**src/source/rv_isa_pkg.sv**
```systemverilog
package rv_isa_pkg;

	// major opcodes, inst[6:0]
	localparam logic [6:0] OPC_LUI    = 7'b0110111;
	localparam logic [6:0] OPC_AUIPC  = 7'b0010111;
	localparam logic [6:0] OPC_JAL    = 7'b1101111;
	localparam logic [6:0] OPC_JALR   = 7'b1100111;
	localparam logic [6:0] OPC_BRANCH = 7'b1100011;
	localparam logic [6:0] OPC_LOAD   = 7'b0000011;
	localparam logic [6:0] OPC_STORE  = 7'b0100011;
	localparam logic [6:0] OPC_OPIMM  = 7'b0010011;
	localparam logic [6:0] OPC_OP     = 7'b0110011;
	localparam logic [6:0] OPC_SYSTEM = 7'b1110011;

	// branch conditions
	localparam logic [2:0] F3_BEQ  = 3'b000;
	localparam logic [2:0] F3_BNE  = 3'b001;
	localparam logic [2:0] F3_BLT  = 3'b100;
	localparam logic [2:0] F3_BGE  = 3'b101;
	localparam logic [2:0] F3_BLTU = 3'b110;
	localparam logic [2:0] F3_BGEU = 3'b111;

	// alu operations, shared by OP and OP-IMM
	localparam logic [2:0] F3_ADD  = 3'b000;
	localparam logic [2:0] F3_SLL  = 3'b001;
	localparam logic [2:0] F3_SLT  = 3'b010;
	localparam logic [2:0] F3_SLTU = 3'b011;
	localparam logic [2:0] F3_XOR  = 3'b100;
	localparam logic [2:0] F3_SR   = 3'b101;
	localparam logic [2:0] F3_OR   = 3'b110;
	localparam logic [2:0] F3_AND  = 3'b111;

	// word access only
	localparam logic [2:0] F3_LW = 3'b010;
	localparam logic [2:0] F3_SW = 3'b010;

	// funct7, the alternate form selects sub and sra
	localparam logic [6:0] F7_BASE = 7'b0000000;
	localparam logic [6:0] F7_ALT  = 7'b0100000;

	localparam logic [31:0] INST_EBREAK = 32'h0010_0073;

endpackage

```
**src/source/core_types_pkg.sv**
```systemverilog
package core_types_pkg;

	localparam int XLEN = 32;

	typedef enum logic [3:0] {
		ALU_ADD,
		ALU_SUB,
		ALU_SLL,
		ALU_SLT,
		ALU_SLTU,
		ALU_XOR,
		ALU_SRL,
		ALU_SRA,
		ALU_OR,
		ALU_AND,
		ALU_PASS_B
	} alu_op_e;

	typedef struct packed {
		logic [XLEN-1:0] pc;
		logic [31:0]     inst;
	} fetch_pl_t;

	// for branches op_b holds the offset and rs2_val is the compare operand
	typedef struct packed {
		logic [XLEN-1:0] pc;
		logic [XLEN-1:0] op_a;
		logic [XLEN-1:0] op_b;
		logic [XLEN-1:0] rs2_val;
		logic [4:0]      rd;
		logic            wen;
		alu_op_e         alu_op;
		logic [2:0]      br_funct3;
		logic            is_branch;
		logic            is_jump;
		logic            is_load;
		logic            is_store;
		logic            halt;
	} decode_pl_t;

	typedef struct packed {
		logic [XLEN-1:0] pc;
		logic [XLEN-1:0] result;
		logic [XLEN-1:0] store_data;
		logic [4:0]      rd;
		logic            wen;
		logic            is_load;
		logic            is_store;
		logic            halt;
		logic            redirect;
		logic [XLEN-1:0] redirect_pc;
	} exec_pl_t;

	typedef struct packed {
		logic [XLEN-1:0] pc;
		logic [4:0]      rd;
		logic            wen;
		logic [XLEN-1:0] wdata;
		logic            halt;
		logic            redirect;
		logic [XLEN-1:0] redirect_pc;
	} wb_pl_t;

endpackage

```
**src/source/stage_if.sv**
```systemverilog
interface stage_if #(
	parameter type payload_t = logic
);

	logic     valid;
	logic     ready;
	payload_t payload;

	// payload is held by the source until valid and ready meet
	modport src (output valid, output payload, input ready);
	modport dst (input valid, input payload, output ready);

endinterface

```
**src/source/ifu.sv**
```systemverilog
module ifu import core_types_pkg::*; #(
	parameter logic [XLEN-1:0] RESET_PC = '0
) (
	input  logic            clk,
	input  logic            arst_n_i,

	output logic            inst_req_valid_o,
	input  logic            inst_req_ready_i,
	output logic [XLEN-1:0] inst_addr_o,
	input  logic            inst_rsp_valid_i,
	output logic            inst_rsp_ready_o,
	input  logic [31:0]     inst_data_i,

	input  logic            retire_i,
	input  logic            redirect_i,
	input  logic [XLEN-1:0] redirect_pc_i,
	input  logic            halted_i,

	stage_if.src            fetch_o
);

	typedef enum logic [1:0] {
		S_REQ,
		S_WAIT_RSP,
		S_HAND,
		S_WAIT_RET
	} state_e;

	state_e          state_q;
	logic            boot_q;
	logic [XLEN-1:0] pc_q;
	logic [31:0]     inst_q;

	assign inst_req_valid_o = (state_q == S_REQ);
	assign inst_addr_o      = pc_q;
	assign inst_rsp_ready_o = (state_q == S_WAIT_RSP);
	assign fetch_o.valid    = (state_q == S_HAND);
	assign fetch_o.payload  = '{pc: pc_q, inst: inst_q};

	// boot_q acts as the first retire, so fetch starts one cycle after reset
	always_ff @(posedge clk or negedge arst_n_i) begin
		if (!arst_n_i) begin
			state_q <= S_WAIT_RET;
			boot_q  <= 1'b1;
			pc_q    <= RESET_PC;
		end else begin
			boot_q <= 1'b0;
			case (state_q)
				S_REQ: begin
					if (inst_req_ready_i)
						state_q <= S_WAIT_RSP;
				end
				S_WAIT_RSP: begin
					if (inst_rsp_valid_i)
						state_q <= S_HAND;
				end
				S_HAND: begin
					if (fetch_o.ready)
						state_q <= S_WAIT_RET;
				end
				S_WAIT_RET: begin
					if (retire_i)
						pc_q <= redirect_i ? redirect_pc_i : pc_q + XLEN'(4);
					// a halting instruction parks the fsm here for good
					if ((retire_i || boot_q) && !halted_i)
						state_q <= S_REQ;
				end
				default: state_q <= S_WAIT_RET;
			endcase
		end
	end

	always_ff @(posedge clk) begin
		if (inst_rsp_valid_i && inst_rsp_ready_o)
			inst_q <= inst_data_i;
	end

endmodule

```
**src/source/regfile.sv**
```systemverilog
module regfile import core_types_pkg::*; (
	input  logic            clk,
	input  logic            arst_n_i,
	input  logic [4:0]      raddr1_i,
	input  logic [4:0]      raddr2_i,
	output logic [XLEN-1:0] rdata1_o,
	output logic [XLEN-1:0] rdata2_o,
	input  logic            wen_i,
	input  logic [4:0]      waddr_i,
	input  logic [XLEN-1:0] wdata_i
);

	// x0 has no storage
	logic [XLEN-1:0] regs_q [1:31];

	assign rdata1_o = (raddr1_i == 5'd0) ? '0 : regs_q[raddr1_i];
	assign rdata2_o = (raddr2_i == 5'd0) ? '0 : regs_q[raddr2_i];

	always_ff @(posedge clk or negedge arst_n_i) begin
		if (!arst_n_i) begin
			for (int i = 1; i < 32; i++)
				regs_q[i] <= '0;
		end else if (wen_i && (waddr_i != 5'd0)) begin
			regs_q[waddr_i] <= wdata_i;
		end
	end

endmodule

```
**src/source/idu.sv**
```systemverilog
module idu import rv_isa_pkg::*; import core_types_pkg::*; (
	input  logic            clk,
	input  logic            arst_n_i,
	stage_if.dst            fetch_i,
	output logic [4:0]      rs1_addr_o,
	output logic [4:0]      rs2_addr_o,
	input  logic [XLEN-1:0] rs1_data_i,
	input  logic [XLEN-1:0] rs2_data_i,
	stage_if.src            decode_o,
	output logic            illegal_o
);

	logic [31:0]     inst;
	logic [6:0]      opcode;
	logic [2:0]      f3;
	logic [6:0]      f7;
	logic [XLEN-1:0] imm_i, imm_s, imm_b, imm_u, imm_j;
	decode_pl_t      dec;
	decode_pl_t      dec_q;
	logic            illegal;
	logic            valid_q;
	logic            illegal_q;
	logic            take;

	assign inst   = fetch_i.payload.inst;
	assign opcode = inst[6:0];
	assign f3     = inst[14:12];
	assign f7     = inst[31:25];

	assign rs1_addr_o = inst[19:15];
	assign rs2_addr_o = inst[24:20];

	assign imm_i = {{20{inst[31]}}, inst[31:20]};
	assign imm_s = {{20{inst[31]}}, inst[31:25], inst[11:7]};
	assign imm_b = {{19{inst[31]}}, inst[31], inst[7], inst[30:25], inst[11:8], 1'b0};
	assign imm_u = {inst[31:12], 12'b0};
	assign imm_j = {{11{inst[31]}}, inst[31], inst[19:12], inst[20], inst[30:21], 1'b0};

	assign take             = fetch_i.valid && !valid_q;
	assign fetch_i.ready    = !valid_q;
	assign decode_o.valid   = valid_q;
	assign decode_o.payload = dec_q;
	assign illegal_o        = illegal_q;

	// alt selects sub or sra
	function automatic alu_op_e alu_from_f3(input logic [2:0] fn, input logic alt);
		case (fn)
			F3_ADD:  return alt ? ALU_SUB : ALU_ADD;
			F3_SLL:  return ALU_SLL;
			F3_SLT:  return ALU_SLT;
			F3_SLTU: return ALU_SLTU;
			F3_XOR:  return ALU_XOR;
			F3_SR:   return alt ? ALU_SRA : ALU_SRL;
			F3_OR:   return ALU_OR;
			default: return ALU_AND;
		endcase
	endfunction

	always_comb begin
		dec           = '0;
		illegal       = 1'b0;
		dec.pc        = fetch_i.payload.pc;
		dec.op_a      = rs1_data_i;
		dec.op_b      = rs2_data_i;
		dec.rs2_val   = rs2_data_i;
		dec.rd        = inst[11:7];
		dec.alu_op    = ALU_ADD;
		dec.br_funct3 = f3;
		case (opcode)
			OPC_LUI: begin
				dec.op_b   = imm_u;
				dec.alu_op = ALU_PASS_B;
				dec.wen    = 1'b1;
			end
			OPC_AUIPC: begin
				dec.op_a = fetch_i.payload.pc;
				dec.op_b = imm_u;
				dec.wen  = 1'b1;
			end
			OPC_JAL: begin
				dec.op_a    = fetch_i.payload.pc;
				dec.op_b    = imm_j;
				dec.wen     = 1'b1;
				dec.is_jump = 1'b1;
			end
			OPC_JALR: begin
				dec.op_b    = imm_i;
				dec.wen     = 1'b1;
				dec.is_jump = 1'b1;
				illegal     = (f3 != 3'b000);
			end
			OPC_BRANCH: begin
				dec.op_b      = imm_b;
				dec.is_branch = 1'b1;
				illegal       = (f3 == 3'b010) || (f3 == 3'b011);
			end
			OPC_LOAD: begin
				dec.op_b    = imm_i;
				dec.wen     = 1'b1;
				dec.is_load = 1'b1;
				illegal     = (f3 != F3_LW);
			end
			OPC_STORE: begin
				dec.op_b     = imm_s;
				dec.is_store = 1'b1;
				illegal      = (f3 != F3_SW);
			end
			OPC_OPIMM: begin
				dec.op_b   = imm_i;
				dec.wen    = 1'b1;
				dec.alu_op = alu_from_f3(f3, (f3 == F3_SR) && inst[30]);
				// shift immediates carry a funct7 of their own
				if (f3 == F3_SLL)
					illegal = (f7 != F7_BASE);
				else if (f3 == F3_SR)
					illegal = (f7 != F7_BASE) && (f7 != F7_ALT);
			end
			OPC_OP: begin
				dec.wen    = 1'b1;
				dec.alu_op = alu_from_f3(f3, inst[30]);
				illegal    = (f7 != F7_BASE) &&
				             !((f7 == F7_ALT) && ((f3 == F3_ADD) || (f3 == F3_SR)));
			end
			OPC_SYSTEM: begin
				dec.halt = (inst == INST_EBREAK);
				illegal  = (inst != INST_EBREAK);
			end
			default: illegal = 1'b1;
		endcase
		// turn a bad encoding into a plain halt
		if (illegal) begin
			dec.wen       = 1'b0;
			dec.is_branch = 1'b0;
			dec.is_jump   = 1'b0;
			dec.is_load   = 1'b0;
			dec.is_store  = 1'b0;
			dec.halt      = 1'b1;
		end
	end

	always_ff @(posedge clk or negedge arst_n_i) begin
		if (!arst_n_i) begin
			valid_q   <= 1'b0;
			illegal_q <= 1'b0;
		end else begin
			if (take)
				valid_q <= 1'b1;
			else if (decode_o.ready)
				valid_q <= 1'b0;
			if (take && illegal)
				illegal_q <= 1'b1;
		end
	end

	always_ff @(posedge clk) begin
		if (take)
			dec_q <= dec;
	end

endmodule

```
**src/source/exu.sv**
```systemverilog
module exu import rv_isa_pkg::*; import core_types_pkg::*; (
	input logic  clk,
	input logic  arst_n_i,
	stage_if.dst decode_i,
	stage_if.src exec_o
);

	decode_pl_t      d;
	exec_pl_t        res;
	exec_pl_t        res_q;
	logic [XLEN-1:0] alu_res;
	logic            taken;
	logic            valid_q;
	logic            take;

	assign d              = decode_i.payload;
	assign take           = decode_i.valid && !valid_q;
	assign decode_i.ready = !valid_q;
	assign exec_o.valid   = valid_q;
	assign exec_o.payload = res_q;

	always_comb begin
		case (d.alu_op)
			ALU_ADD:  alu_res = d.op_a + d.op_b;
			ALU_SUB:  alu_res = d.op_a - d.op_b;
			ALU_SLL:  alu_res = d.op_a << d.op_b[4:0];
			ALU_SLT:  alu_res = XLEN'($signed(d.op_a) < $signed(d.op_b));
			ALU_SLTU: alu_res = XLEN'(d.op_a < d.op_b);
			ALU_XOR:  alu_res = d.op_a ^ d.op_b;
			ALU_SRL:  alu_res = d.op_a >> d.op_b[4:0];
			ALU_SRA:  alu_res = $unsigned($signed(d.op_a) >>> d.op_b[4:0]);
			ALU_OR:   alu_res = d.op_a | d.op_b;
			ALU_AND:  alu_res = d.op_a & d.op_b;
			default:  alu_res = d.op_b;
		endcase
	end

	// rs1 sits in op_a, rs2 in rs2_val
	always_comb begin
		case (d.br_funct3)
			F3_BEQ:  taken = (d.op_a == d.rs2_val);
			F3_BNE:  taken = (d.op_a != d.rs2_val);
			F3_BLT:  taken = ($signed(d.op_a) < $signed(d.rs2_val));
			F3_BGE:  taken = ($signed(d.op_a) >= $signed(d.rs2_val));
			F3_BLTU: taken = (d.op_a < d.rs2_val);
			F3_BGEU: taken = (d.op_a >= d.rs2_val);
			default: taken = 1'b0;
		endcase
	end

	always_comb begin
		res.pc          = d.pc;
		res.result      = d.is_jump ? d.pc + XLEN'(4) : alu_res;
		res.store_data  = d.rs2_val;
		res.rd          = d.rd;
		res.wen         = d.wen;
		res.is_load     = d.is_load;
		res.is_store    = d.is_store;
		res.halt        = d.halt;
		res.redirect    = d.is_jump || (d.is_branch && taken);
		// jal and jalr both compute their target in the adder
		res.redirect_pc = d.is_branch ? d.pc + d.op_b : {alu_res[XLEN-1:1], 1'b0};
	end

	always_ff @(posedge clk or negedge arst_n_i) begin
		if (!arst_n_i)
			valid_q <= 1'b0;
		else if (take)
			valid_q <= 1'b1;
		else if (exec_o.ready)
			valid_q <= 1'b0;
	end

	always_ff @(posedge clk) begin
		if (take)
			res_q <= res;
	end

endmodule

```
**src/source/lsu.sv**
```systemverilog
module lsu import core_types_pkg::*; (
	input  logic            clk,
	input  logic            arst_n_i,
	stage_if.dst            exec_i,

	output logic            data_req_valid_o,
	input  logic            data_req_ready_i,
	output logic            data_we_o,
	output logic [XLEN-1:0] data_addr_o,
	output logic [XLEN-1:0] data_wdata_o,
	input  logic            data_rsp_valid_i,
	output logic            data_rsp_ready_o,
	input  logic [XLEN-1:0] data_rdata_i,

	stage_if.src            mem_o
);

	typedef enum logic [1:0] {
		L_IDLE,
		L_REQ,
		L_RSP,
		L_OUT
	} state_e;

	state_e          state_q;
	exec_pl_t        pl_q;
	logic [XLEN-1:0] wdata_q;
	logic            take;

	assign take             = exec_i.valid && (state_q == L_IDLE);
	assign exec_i.ready     = (state_q == L_IDLE);
	assign data_req_valid_o = (state_q == L_REQ);
	assign data_we_o        = pl_q.is_store;
	assign data_addr_o      = pl_q.result;
	assign data_wdata_o     = pl_q.store_data;
	assign data_rsp_ready_o = (state_q == L_RSP);
	assign mem_o.valid      = (state_q == L_OUT);

	// stores never write a register
	assign mem_o.payload = '{
		pc:          pl_q.pc,
		rd:          pl_q.rd,
		wen:         pl_q.wen && !pl_q.is_store,
		wdata:       wdata_q,
		halt:        pl_q.halt,
		redirect:    pl_q.redirect,
		redirect_pc: pl_q.redirect_pc
	};

	always_ff @(posedge clk or negedge arst_n_i) begin
		if (!arst_n_i) begin
			state_q <= L_IDLE;
		end else begin
			case (state_q)
				L_IDLE: begin
					if (take)
						state_q <= (exec_i.payload.is_load || exec_i.payload.is_store) ?
						           L_REQ : L_OUT;
				end
				L_REQ: begin
					if (data_req_ready_i)
						state_q <= L_RSP;
				end
				L_RSP: begin
					if (data_rsp_valid_i)
						state_q <= L_OUT;
				end
				L_OUT: begin
					if (mem_o.ready)
						state_q <= L_IDLE;
				end
				default: state_q <= L_IDLE;
			endcase
		end
	end

	// load data overwrites the address held in the result slot
	always_ff @(posedge clk) begin
		if (take) begin
			pl_q    <= exec_i.payload;
			wdata_q <= exec_i.payload.result;
		end else if (data_rsp_valid_i && data_rsp_ready_o && pl_q.is_load) begin
			wdata_q <= data_rdata_i;
		end
	end

endmodule

```
**src/source/wbu.sv**
```systemverilog
module wbu import core_types_pkg::*; (
	input  logic            clk,
	input  logic            arst_n_i,
	stage_if.dst            mem_i,
	output logic            reg_wen_o,
	output logic [4:0]      reg_waddr_o,
	output logic [XLEN-1:0] reg_wdata_o,
	output logic            retire_o,
	output logic [XLEN-1:0] retire_pc_o,
	output logic            redirect_o,
	output logic [XLEN-1:0] redirect_pc_o,
	output logic            halted_o
);

	logic halt_q;

	// never stalls, everything happens in the transfer cycle
	assign mem_i.ready   = 1'b1;
	assign reg_wen_o     = mem_i.valid && mem_i.payload.wen;
	assign reg_waddr_o   = mem_i.payload.rd;
	assign reg_wdata_o   = mem_i.payload.wdata;
	assign retire_o      = mem_i.valid;
	assign retire_pc_o   = mem_i.payload.pc;
	assign redirect_o    = mem_i.valid && mem_i.payload.redirect;
	assign redirect_pc_o = mem_i.payload.redirect_pc;

	// also high in the retire cycle, so ifu does not refetch
	assign halted_o = halt_q || (mem_i.valid && mem_i.payload.halt);

	always_ff @(posedge clk or negedge arst_n_i) begin
		if (!arst_n_i)
			halt_q <= 1'b0;
		else if (mem_i.valid && mem_i.payload.halt)
			halt_q <= 1'b1;
	end

endmodule

```
**src/source/cpu_core.sv**
```systemverilog
module cpu_core import core_types_pkg::*; #(
	parameter logic [XLEN-1:0] RESET_PC = '0
) (
	input  logic            clk,
	input  logic            arst_n_i,

	// instruction fetch bus
	output logic            inst_req_valid_o,
	input  logic            inst_req_ready_i,
	output logic [XLEN-1:0] inst_addr_o,
	input  logic            inst_rsp_valid_i,
	output logic            inst_rsp_ready_o,
	input  logic [31:0]     inst_data_i,

	// load/store bus
	output logic            data_req_valid_o,
	input  logic            data_req_ready_i,
	output logic            data_we_o,
	output logic [XLEN-1:0] data_addr_o,
	output logic [XLEN-1:0] data_wdata_o,
	input  logic            data_rsp_valid_i,
	output logic            data_rsp_ready_o,
	input  logic [XLEN-1:0] data_rdata_i,

	output logic            retire_o,
	output logic [XLEN-1:0] retire_pc_o,
	output logic            halt_o,
	output logic            illegal_o
);

	logic [4:0]      rs1_addr, rs2_addr;
	logic [XLEN-1:0] rs1_data, rs2_data;
	logic            reg_wen;
	logic [4:0]      reg_waddr;
	logic [XLEN-1:0] reg_wdata;
	logic            redirect;
	logic [XLEN-1:0] redirect_pc;

	stage_if #(.payload_t(fetch_pl_t))  f2d ();
	stage_if #(.payload_t(decode_pl_t)) d2e ();
	stage_if #(.payload_t(exec_pl_t))   e2m ();
	stage_if #(.payload_t(wb_pl_t))     m2w ();

	ifu #(
		.RESET_PC (RESET_PC)
	) u_ifu (
		.clk              (clk),
		.arst_n_i         (arst_n_i),
		.inst_req_valid_o (inst_req_valid_o),
		.inst_req_ready_i (inst_req_ready_i),
		.inst_addr_o      (inst_addr_o),
		.inst_rsp_valid_i (inst_rsp_valid_i),
		.inst_rsp_ready_o (inst_rsp_ready_o),
		.inst_data_i      (inst_data_i),
		.retire_i         (retire_o),
		.redirect_i       (redirect),
		.redirect_pc_i    (redirect_pc),
		.halted_i         (halt_o),
		.fetch_o          (f2d.src)
	);

	regfile u_regfile (
		.clk      (clk),
		.arst_n_i (arst_n_i),
		.raddr1_i (rs1_addr),
		.raddr2_i (rs2_addr),
		.rdata1_o (rs1_data),
		.rdata2_o (rs2_data),
		.wen_i    (reg_wen),
		.waddr_i  (reg_waddr),
		.wdata_i  (reg_wdata)
	);

	idu u_idu (
		.clk        (clk),
		.arst_n_i   (arst_n_i),
		.fetch_i    (f2d.dst),
		.rs1_addr_o (rs1_addr),
		.rs2_addr_o (rs2_addr),
		.rs1_data_i (rs1_data),
		.rs2_data_i (rs2_data),
		.decode_o   (d2e.src),
		.illegal_o  (illegal_o)
	);

	exu u_exu (
		.clk      (clk),
		.arst_n_i (arst_n_i),
		.decode_i (d2e.dst),
		.exec_o   (e2m.src)
	);

	lsu u_lsu (
		.clk              (clk),
		.arst_n_i         (arst_n_i),
		.exec_i           (e2m.dst),
		.data_req_valid_o (data_req_valid_o),
		.data_req_ready_i (data_req_ready_i),
		.data_we_o        (data_we_o),
		.data_addr_o      (data_addr_o),
		.data_wdata_o     (data_wdata_o),
		.data_rsp_valid_i (data_rsp_valid_i),
		.data_rsp_ready_o (data_rsp_ready_o),
		.data_rdata_i     (data_rdata_i),
		.mem_o            (m2w.src)
	);

	wbu u_wbu (
		.clk           (clk),
		.arst_n_i      (arst_n_i),
		.mem_i         (m2w.dst),
		.reg_wen_o     (reg_wen),
		.reg_waddr_o   (reg_waddr),
		.reg_wdata_o   (reg_wdata),
		.retire_o      (retire_o),
		.retire_pc_o   (retire_pc_o),
		.redirect_o    (redirect),
		.redirect_pc_o (redirect_pc),
		.halted_o      (halt_o)
	);

endmodule

```
**config.mk**
```make
export PLATFORM = sky130hd
export DESIGN_NAME = cpu_core
export DESIGN_NICKNAME = d
export VERILOG_FILES = /design/src/source/rv_isa_pkg.sv /design/src/source/core_types_pkg.sv /design/src/source/stage_if.sv /design/src/source/ifu.sv /design/src/source/regfile.sv /design/src/source/idu.sv /design/src/source/exu.sv /design/src/source/lsu.sv /design/src/source/wbu.sv /design/src/source/cpu_core.sv
export SDC_FILE = /design/constraint.sdc
export NUM_CORES = 2
export LEC_CHECK = 0
export BUFFER_PORTS_ARGS = -buffer_cell sky130_fd_sc_hd__buf_2
export CAP_MARGIN = 20
export CORE_AREA = 2 2 418 379
export DETAILED_ROUTE_END_ITERATION = 10
export DIE_AREA = 0 0 420 381
export GPL_ROUTABILITY_DRIVEN = 0
export PLACE_DENSITY_LB_ADDON = 0.25
export SLEW_MARGIN = 20
export SYNTH_ARGS = -nofsm -noshare
export SYNTH_HDL_FRONTEND = slang
export SYNTH_SLANG_ARGS = --single-unit
export TNS_END_PERCENT = 1
```
**constraint.sdc**
```tcl
create_clock -name clk -period 11.1 [get_ports clk]
set_input_delay 1.11 -clock clk [delete_from_list [all_inputs] [get_ports clk]]
set_output_delay 1.11 -clock clk [all_outputs]
set_load 0.02 [all_outputs]
```
# After elaboration in Yosys (flattened, before gate mapping)
# Cells that the tools add are included.
[word_totals]
out_inout_bits = 136
regBits = 1519
wordCells = 252
inputBits = 70
[op_classes]
n_eq_ne = 51
n_reduce_logical = 52
n_mux = 50
n_addsub = 5
n_lt_le_gt_ge = 10
shift = 3
bitwise = 6
[ops]
columns = ["cell", "n"]
rows = [
  ["992-bit bitwise mux", 1],
  ["32-bit two-way mux", 13],
  ["32-bit binary-select mux with 5-bit select", 2],
  ["32-bit case mux with 10 select lines", 1],
  ["32-bit demux with 5-bit select", 1],
  ["32-bit case mux with 5 select lines", 1],
  ["32-bit less-than comparator", 4],
  ["32-bit by 3-bit adder with 32-bit output (second input constant)", 2],
  ["32-bit adder", 2],
  ["32-bit greater-or-equal comparator", 2],
  ["4-bit case mux with 7 select lines", 2],
  ["32-bit AND", 1],
  ["32-bit by 21-bit equality test with 1-bit output (second input constant)", 1],
  ["32-bit equality test", 1],
  ["32-bit by 21-bit != test with 1-bit output (second input constant)", 1],
  ["32-bit != test", 1],
  ["32-bit OR", 1],
  ["32-bit by 5-bit << shifter with 32-bit output", 1],
  ["32-bit by 5-bit >> shifter with 32-bit output", 1],
  ["32-bit by 5-bit >>> shifter with 32-bit output", 1],
  ["32-bit subtractor", 1],
  ["32-bit bitwise XOR", 1],
  ["7-bit by 6-bit equality test with 1-bit output (second input constant)", 4],
  ["7-bit equality test (second input constant)", 4],
  ["41 further kinds", 127],
]

# Logic depth before layout (Yosys ltp)
[logic_depth]
word_depth = 7
mapped_depth = 16
mapped_depth_nobuf = 14

# Modules after synthesis
# A second synthesis with hierarchy kept.
[hier_totals]
hier_cells = 7200
hier_area_um2 = 87741.7
[modules_own_cells]
columns = ["module", "n_inst", "area_each_um2", "cells_per_inst", "seq_area_each_um2"]
rows = [
  ["regfile", 1, 53640.2, 4052, 24823.8],
  ["exu", 1, 16828.6, 1956, 4169.0],
  ["lsu", 1, 6765.2, 365, 5154.9],
  ["idu", 1, 6149.6, 378, 4434.3],
  ["ifu", 1, 3528.4, 340, 1840.5],
  ["wbu", 1, 829.5, 109, 25.0],
]

# Worst setup path before layout
# OpenSTA, ideal clock, no wires.
[synth_path]
kind = "reg2reg"
startpoint = "reg u_ifu.state_q[1]"
endpoint = "reg u_idu.dec_q, in the netlist u_idu.decode_o.payload[0], enable pin"
n_path_buf = 0
setup_time_ns = 0.674
period_less_slack_ns = 7.880
stages_incl_launch_ff = 3
path_slack_ns = 3.220
arrival_ns = 7.206
t_required_ns = 10.426
path_cell_list = "dfstp_2 > ha_1 > nor2b_1"
[synth_via]
elab_chain_cells = 2
[synth_rtl]
columns = ["item", "line_no", "rtl"]
rows = [
  ["start, declared", "ifu.sv:29", "state_e state_q;"],
  ["start signal, assigned", "ifu.sv:43", "state_q <= S_WAIT_RET;"],
  ["start signal, assigned", "ifu.sv:51", "state_q <= S_WAIT_RSP;"],
  ["start signal, assigned", "ifu.sv:55", "state_q <= S_HAND;"],
  ["2-bit equality test", "ifu.sv:37", "assign fetch_o.valid = (state_q == S_HAND);"],
  ["1-bit logical AND", "idu.sv:39", "assign take = fetch_i.valid && !valid_q;"],
  ["net u_idu.take", "idu.sv:23", "logic take;"],
  ["end signal, assigned", "idu.sv:157", "dec_q <= dec;"],
  ["end, declared", "idu.sv:19", "decode_pl_t dec_q;"],
]
# The timed path passes the listed nets, and every way through them passes these cells.
# A chain may end at the register's enable or synchronous reset.

==> metrics.csv <==
metric,value,unit
synth_xor_area_share,0.823,%
grt_start_max_net_pins,178,
yosysSeqAreaShare,47.5,%
clock_latency,810,ps
synth_simple_gate_area_share,4.63,%
synth_top_family_by_area,multiplexers,
drt_first_pass_iters,8,
drc,0,
layout_min_cycle_time,4960,ps
hpwl,170,mm
cp_data_arrival_time,5480,ps
final-setup-viol-count,0,
area_growth,8.59,%
muxShareOfSynthArea,32.6,%
p_per_area,240,nW/um^2
hold_class,input pin to async pin,
worst_setup_path_end_kind,register,
globalRouteTotalUtil,33.0,%
status,"complete, no violations",
cts_resized,0,
post_drt_wl_per_cell,31.5,um
async_flop_share,68.0,%
drt-vias-per-instance,6.87,
start_kind,register,
startpoint,u_idu.decode_o.payload[52]$_DFFE_PP_,
drtIter0Drc,7373,
routed_wl,265,mm
synth-edff-count,486,
die_y,381,um
synth_most_common_cell,mux2_2,
first_global_vias,56900,
syn_area,85100,sq um
clk_path_buf_depth,3,
path_max_fanout,64,
yosysWarnings,0,
p_switching,8.15,mW
swShare,36.8,%
p_seq_share,40.6,%
synthCells,6333,
h-tree-depth,4,
clk_pin_slew,60,ps
cts_sinks,1519,
rrSetupSlack,6140,ps
placedCellCount,8081,
ir_worst_vdd,159,uV
max_freq,201,MHz
cp.required,11610,ps
r2r_start,u_idu.decode_o.payload[52]$_DFFE_PP_,
synthAdderAreaFrac,2.58,%
clockRootBuffer,clkbuf_16,
dieArea,160000,sq um
synth_area_leaders,"dfrtp_1 (30%), edfxtp_1 (17%), mux4_2 (16%)",
drv_slew,0,
syn-num-nets,6577,
worst-setup-path-type,register to register,
pin_count,206,
ys_seq_elements,1519,
avgSynthCellArea,13.4,sq um
cts_tree,built,
yosysTopAreaCell,dfrtp_1,
initial_core_util,54.6,%
final_cells,8391,
rsz0062_at_grt,no,
vias,57600,
r2r_end,u_exu.exec_o.payload[28]$_DFFE_PP_,
power_frac_comb,33.9,%
multi_input_area,41000,sq um
hold_viol,0,
ff2ff_path_depth,13,
die_w,420,um
worst_slew_pin_slew,1090,ps
synth_compound_area_share,7.38,%
yosys-top-cells-count,"mux2_2 (1127), dfrtp_1 (1030), mux4_2 (588)",
synth_ff_type,dfrtp_1,
crit_path_end,u_exu.exec_o.payload[28]$_DFFE_PP_,
drive_above_1_share,37.6,%
grt_overflow,0,
maxCapViolations,0,
setup_tns,0,ps
clockPowerShare,25.5,%
synth_cell_types,90,
hold_buffers,0,
fillers,12000,
rows,138,
portBuffers,205,
yosysTopAreaCellShare,30.3,%
antenna_left,0,
post_cts.repair.setup_buffers,0,
p_leak,39.8,nW
fin_skew,40.4,ps
min_period_over_period,44.7,%
regArea,40400,sq um
numCtsBuffers,163,
p_int,14.0,mW
relSlewSlack,27.1,%
core,156000,sq um
nNetsFinal,6394,
antenna_found_initial,21,
grt_pass1_wl,388,mm
[flip-flops by register name (all words and copies together) (netlist names)]
register	cells
u_exu.exec_o.payload	138
u_exu.exec_o.valid	1
u_idu.decode_o.payload	146
u_idu.decode_o.valid	1
u_idu.illegal_o	1
u_ifu.boot_q	1
u_ifu.inst_addr_o	32
u_ifu.inst_q	32
u_ifu.state_q	2
u_lsu.data_addr_o	32
u_lsu.data_wdata_o	32
u_lsu.data_we_o	1
u_lsu.mem_o.payload	71
u_lsu.pl_q	2
u_lsu.state_q	2
u_lsu.wdata_q	32
u_regfile.regs_q	992
u_wbu.halt_q	1
[power groups by stage]
stage	combinational (mW)	sequential, mW	clock, mW
after floorplan	5.78	8.24	0
after global placement	7.21	8.96	0
after detailed placement	7.33	9.03	0
after CTS	7.36	8.95	5.70
after global routing	7.99	9.14	5.94
final	7.52	8.99	5.65
[cell usage in the layout (no fill, tap or decap), drive strengths merged, types with 21 or more instances in the layout]
| cell type | Yosys | final |
|---|---|---|
| a211oi | 27 | 27 |
| nor3 | 56 | 56 |
| xor2 | 21 | 21 |
| edfxtp | 486 | 486 |
| o22ai | 49 | 49 |
| nand3 | 57 | 57 |
| mux2i | 156 | 156 |
| a21oi | 317 | 317 |
| mux2 | 1127 | 1127 |
| mux4 | 596 | 596 |
| clkinv | 0 | 35 |
| inv | 159 | 165 |
| dfrtp | 1030 | 1030 |
| buf | 321 | 326 |
| nand4 | 33 | 33 |
| a21o | 47 | 47 |
| o21ai | 235 | 235 |
| xnor2 | 59 | 59 |
| clkbuf | 353 | 242 |
| o21bai | 21 | 21 |
| nor2 | 252 | 252 |
| and3 | 29 | 29 |
| nand2 | 295 | 295 |
| nor2b | 21 | 21 |
| a22o | 59 | 59 |
| o211ai | 28 | 28 |
| o31ai | 21 | 21 |
| ha | 171 | 171 |
[layout make-up]
class	instances	share of cell area [%]
multi-input combinational	3981	44.4
clock buffer	242	5.16
sequential	1519	43.8
tap	2100	2.84
inverter	159	0.651
timing repair buffer	326	2.32
antenna	4	0.0108
clock inverter	60	0.883
[how the worst min path moves through the flow]
stage                                            start                                  to  slack (ps)  cells after the start
3_5_place_dp   u_idu.decode_o.payload[1]$_SDFFCE_PP0P_  u_exu.exec_o.payload[34]$_DFFE_PP_         400                      0
6_report                                      arst_n_i   u_regfile.regs_q[374]$_DFFE_PN0P_         360                      1
5_1_grt                                       arst_n_i   u_regfile.regs_q[693]$_DFFE_PN0P_         410                      1
4_1_cts                                       arst_n_i   u_regfile.regs_q[511]$_DFFE_PN0P_         370                      1
2_1_floorplan  u_idu.decode_o.payload[0]$_SDFFCE_PP1P_  u_exu.exec_o.payload[33]$_DFFE_PP_         400                      0
3_3_place_gp         u_exu.exec_o.payload[8]$_DFFE_PP_    u_lsu.mem_o.payload[8]$_DFFE_PP_         400                      0
[layer usage]
layer / routed length [um] / GRT usage (%)
met4: 15500 / 16.6
met5: 115 / 0
met2: 126000 / 52.1
met3: 24300 / 7.61
met1: 98800 / 43.0
[worst max-delay path: stages (launching register included)]
cell and delay [ps]:
edfxtp_1 320, buf_4 590, inv_1 100, buf_4 330, ha_1 450, a21o_1 230
a221oi_2 430, o21a_1 220, nor3_1 60, o41ai_1 800, o31ai_1 260, xnor2_1 180
a221oi_1 520, o31ai_1 160
[kinds of logic after synthesis]
kind of cell,count (synthesis)
other,1
XOR/XNOR,80
multiplexers,1879
adder cells (fa/ha/maj),174
flip-flops,1519
AO/OA/AOI/OAI,988
AND/OR/NAND/NOR,859
buffers and inverters,833
[stage by stage]
stage          total power, mW  instance area, sq um  worst slack (ps)  util (%)  hold slack (ps)
2_1_floorplan             14.0                 85100              3220         -              400
3_5_place_dp              16.4                 86700              6270      55.6              405
5_1_grt                   23.1                 92400              5880      59.3              407
3_3_place_gp              16.2                 86700              6290      55.6              401
6_report                  22.2                 92400              6140      59.3              360
4_1_cts                   22.0                 92300              6260      59.2              370
(Power assumes the default switching activity.)
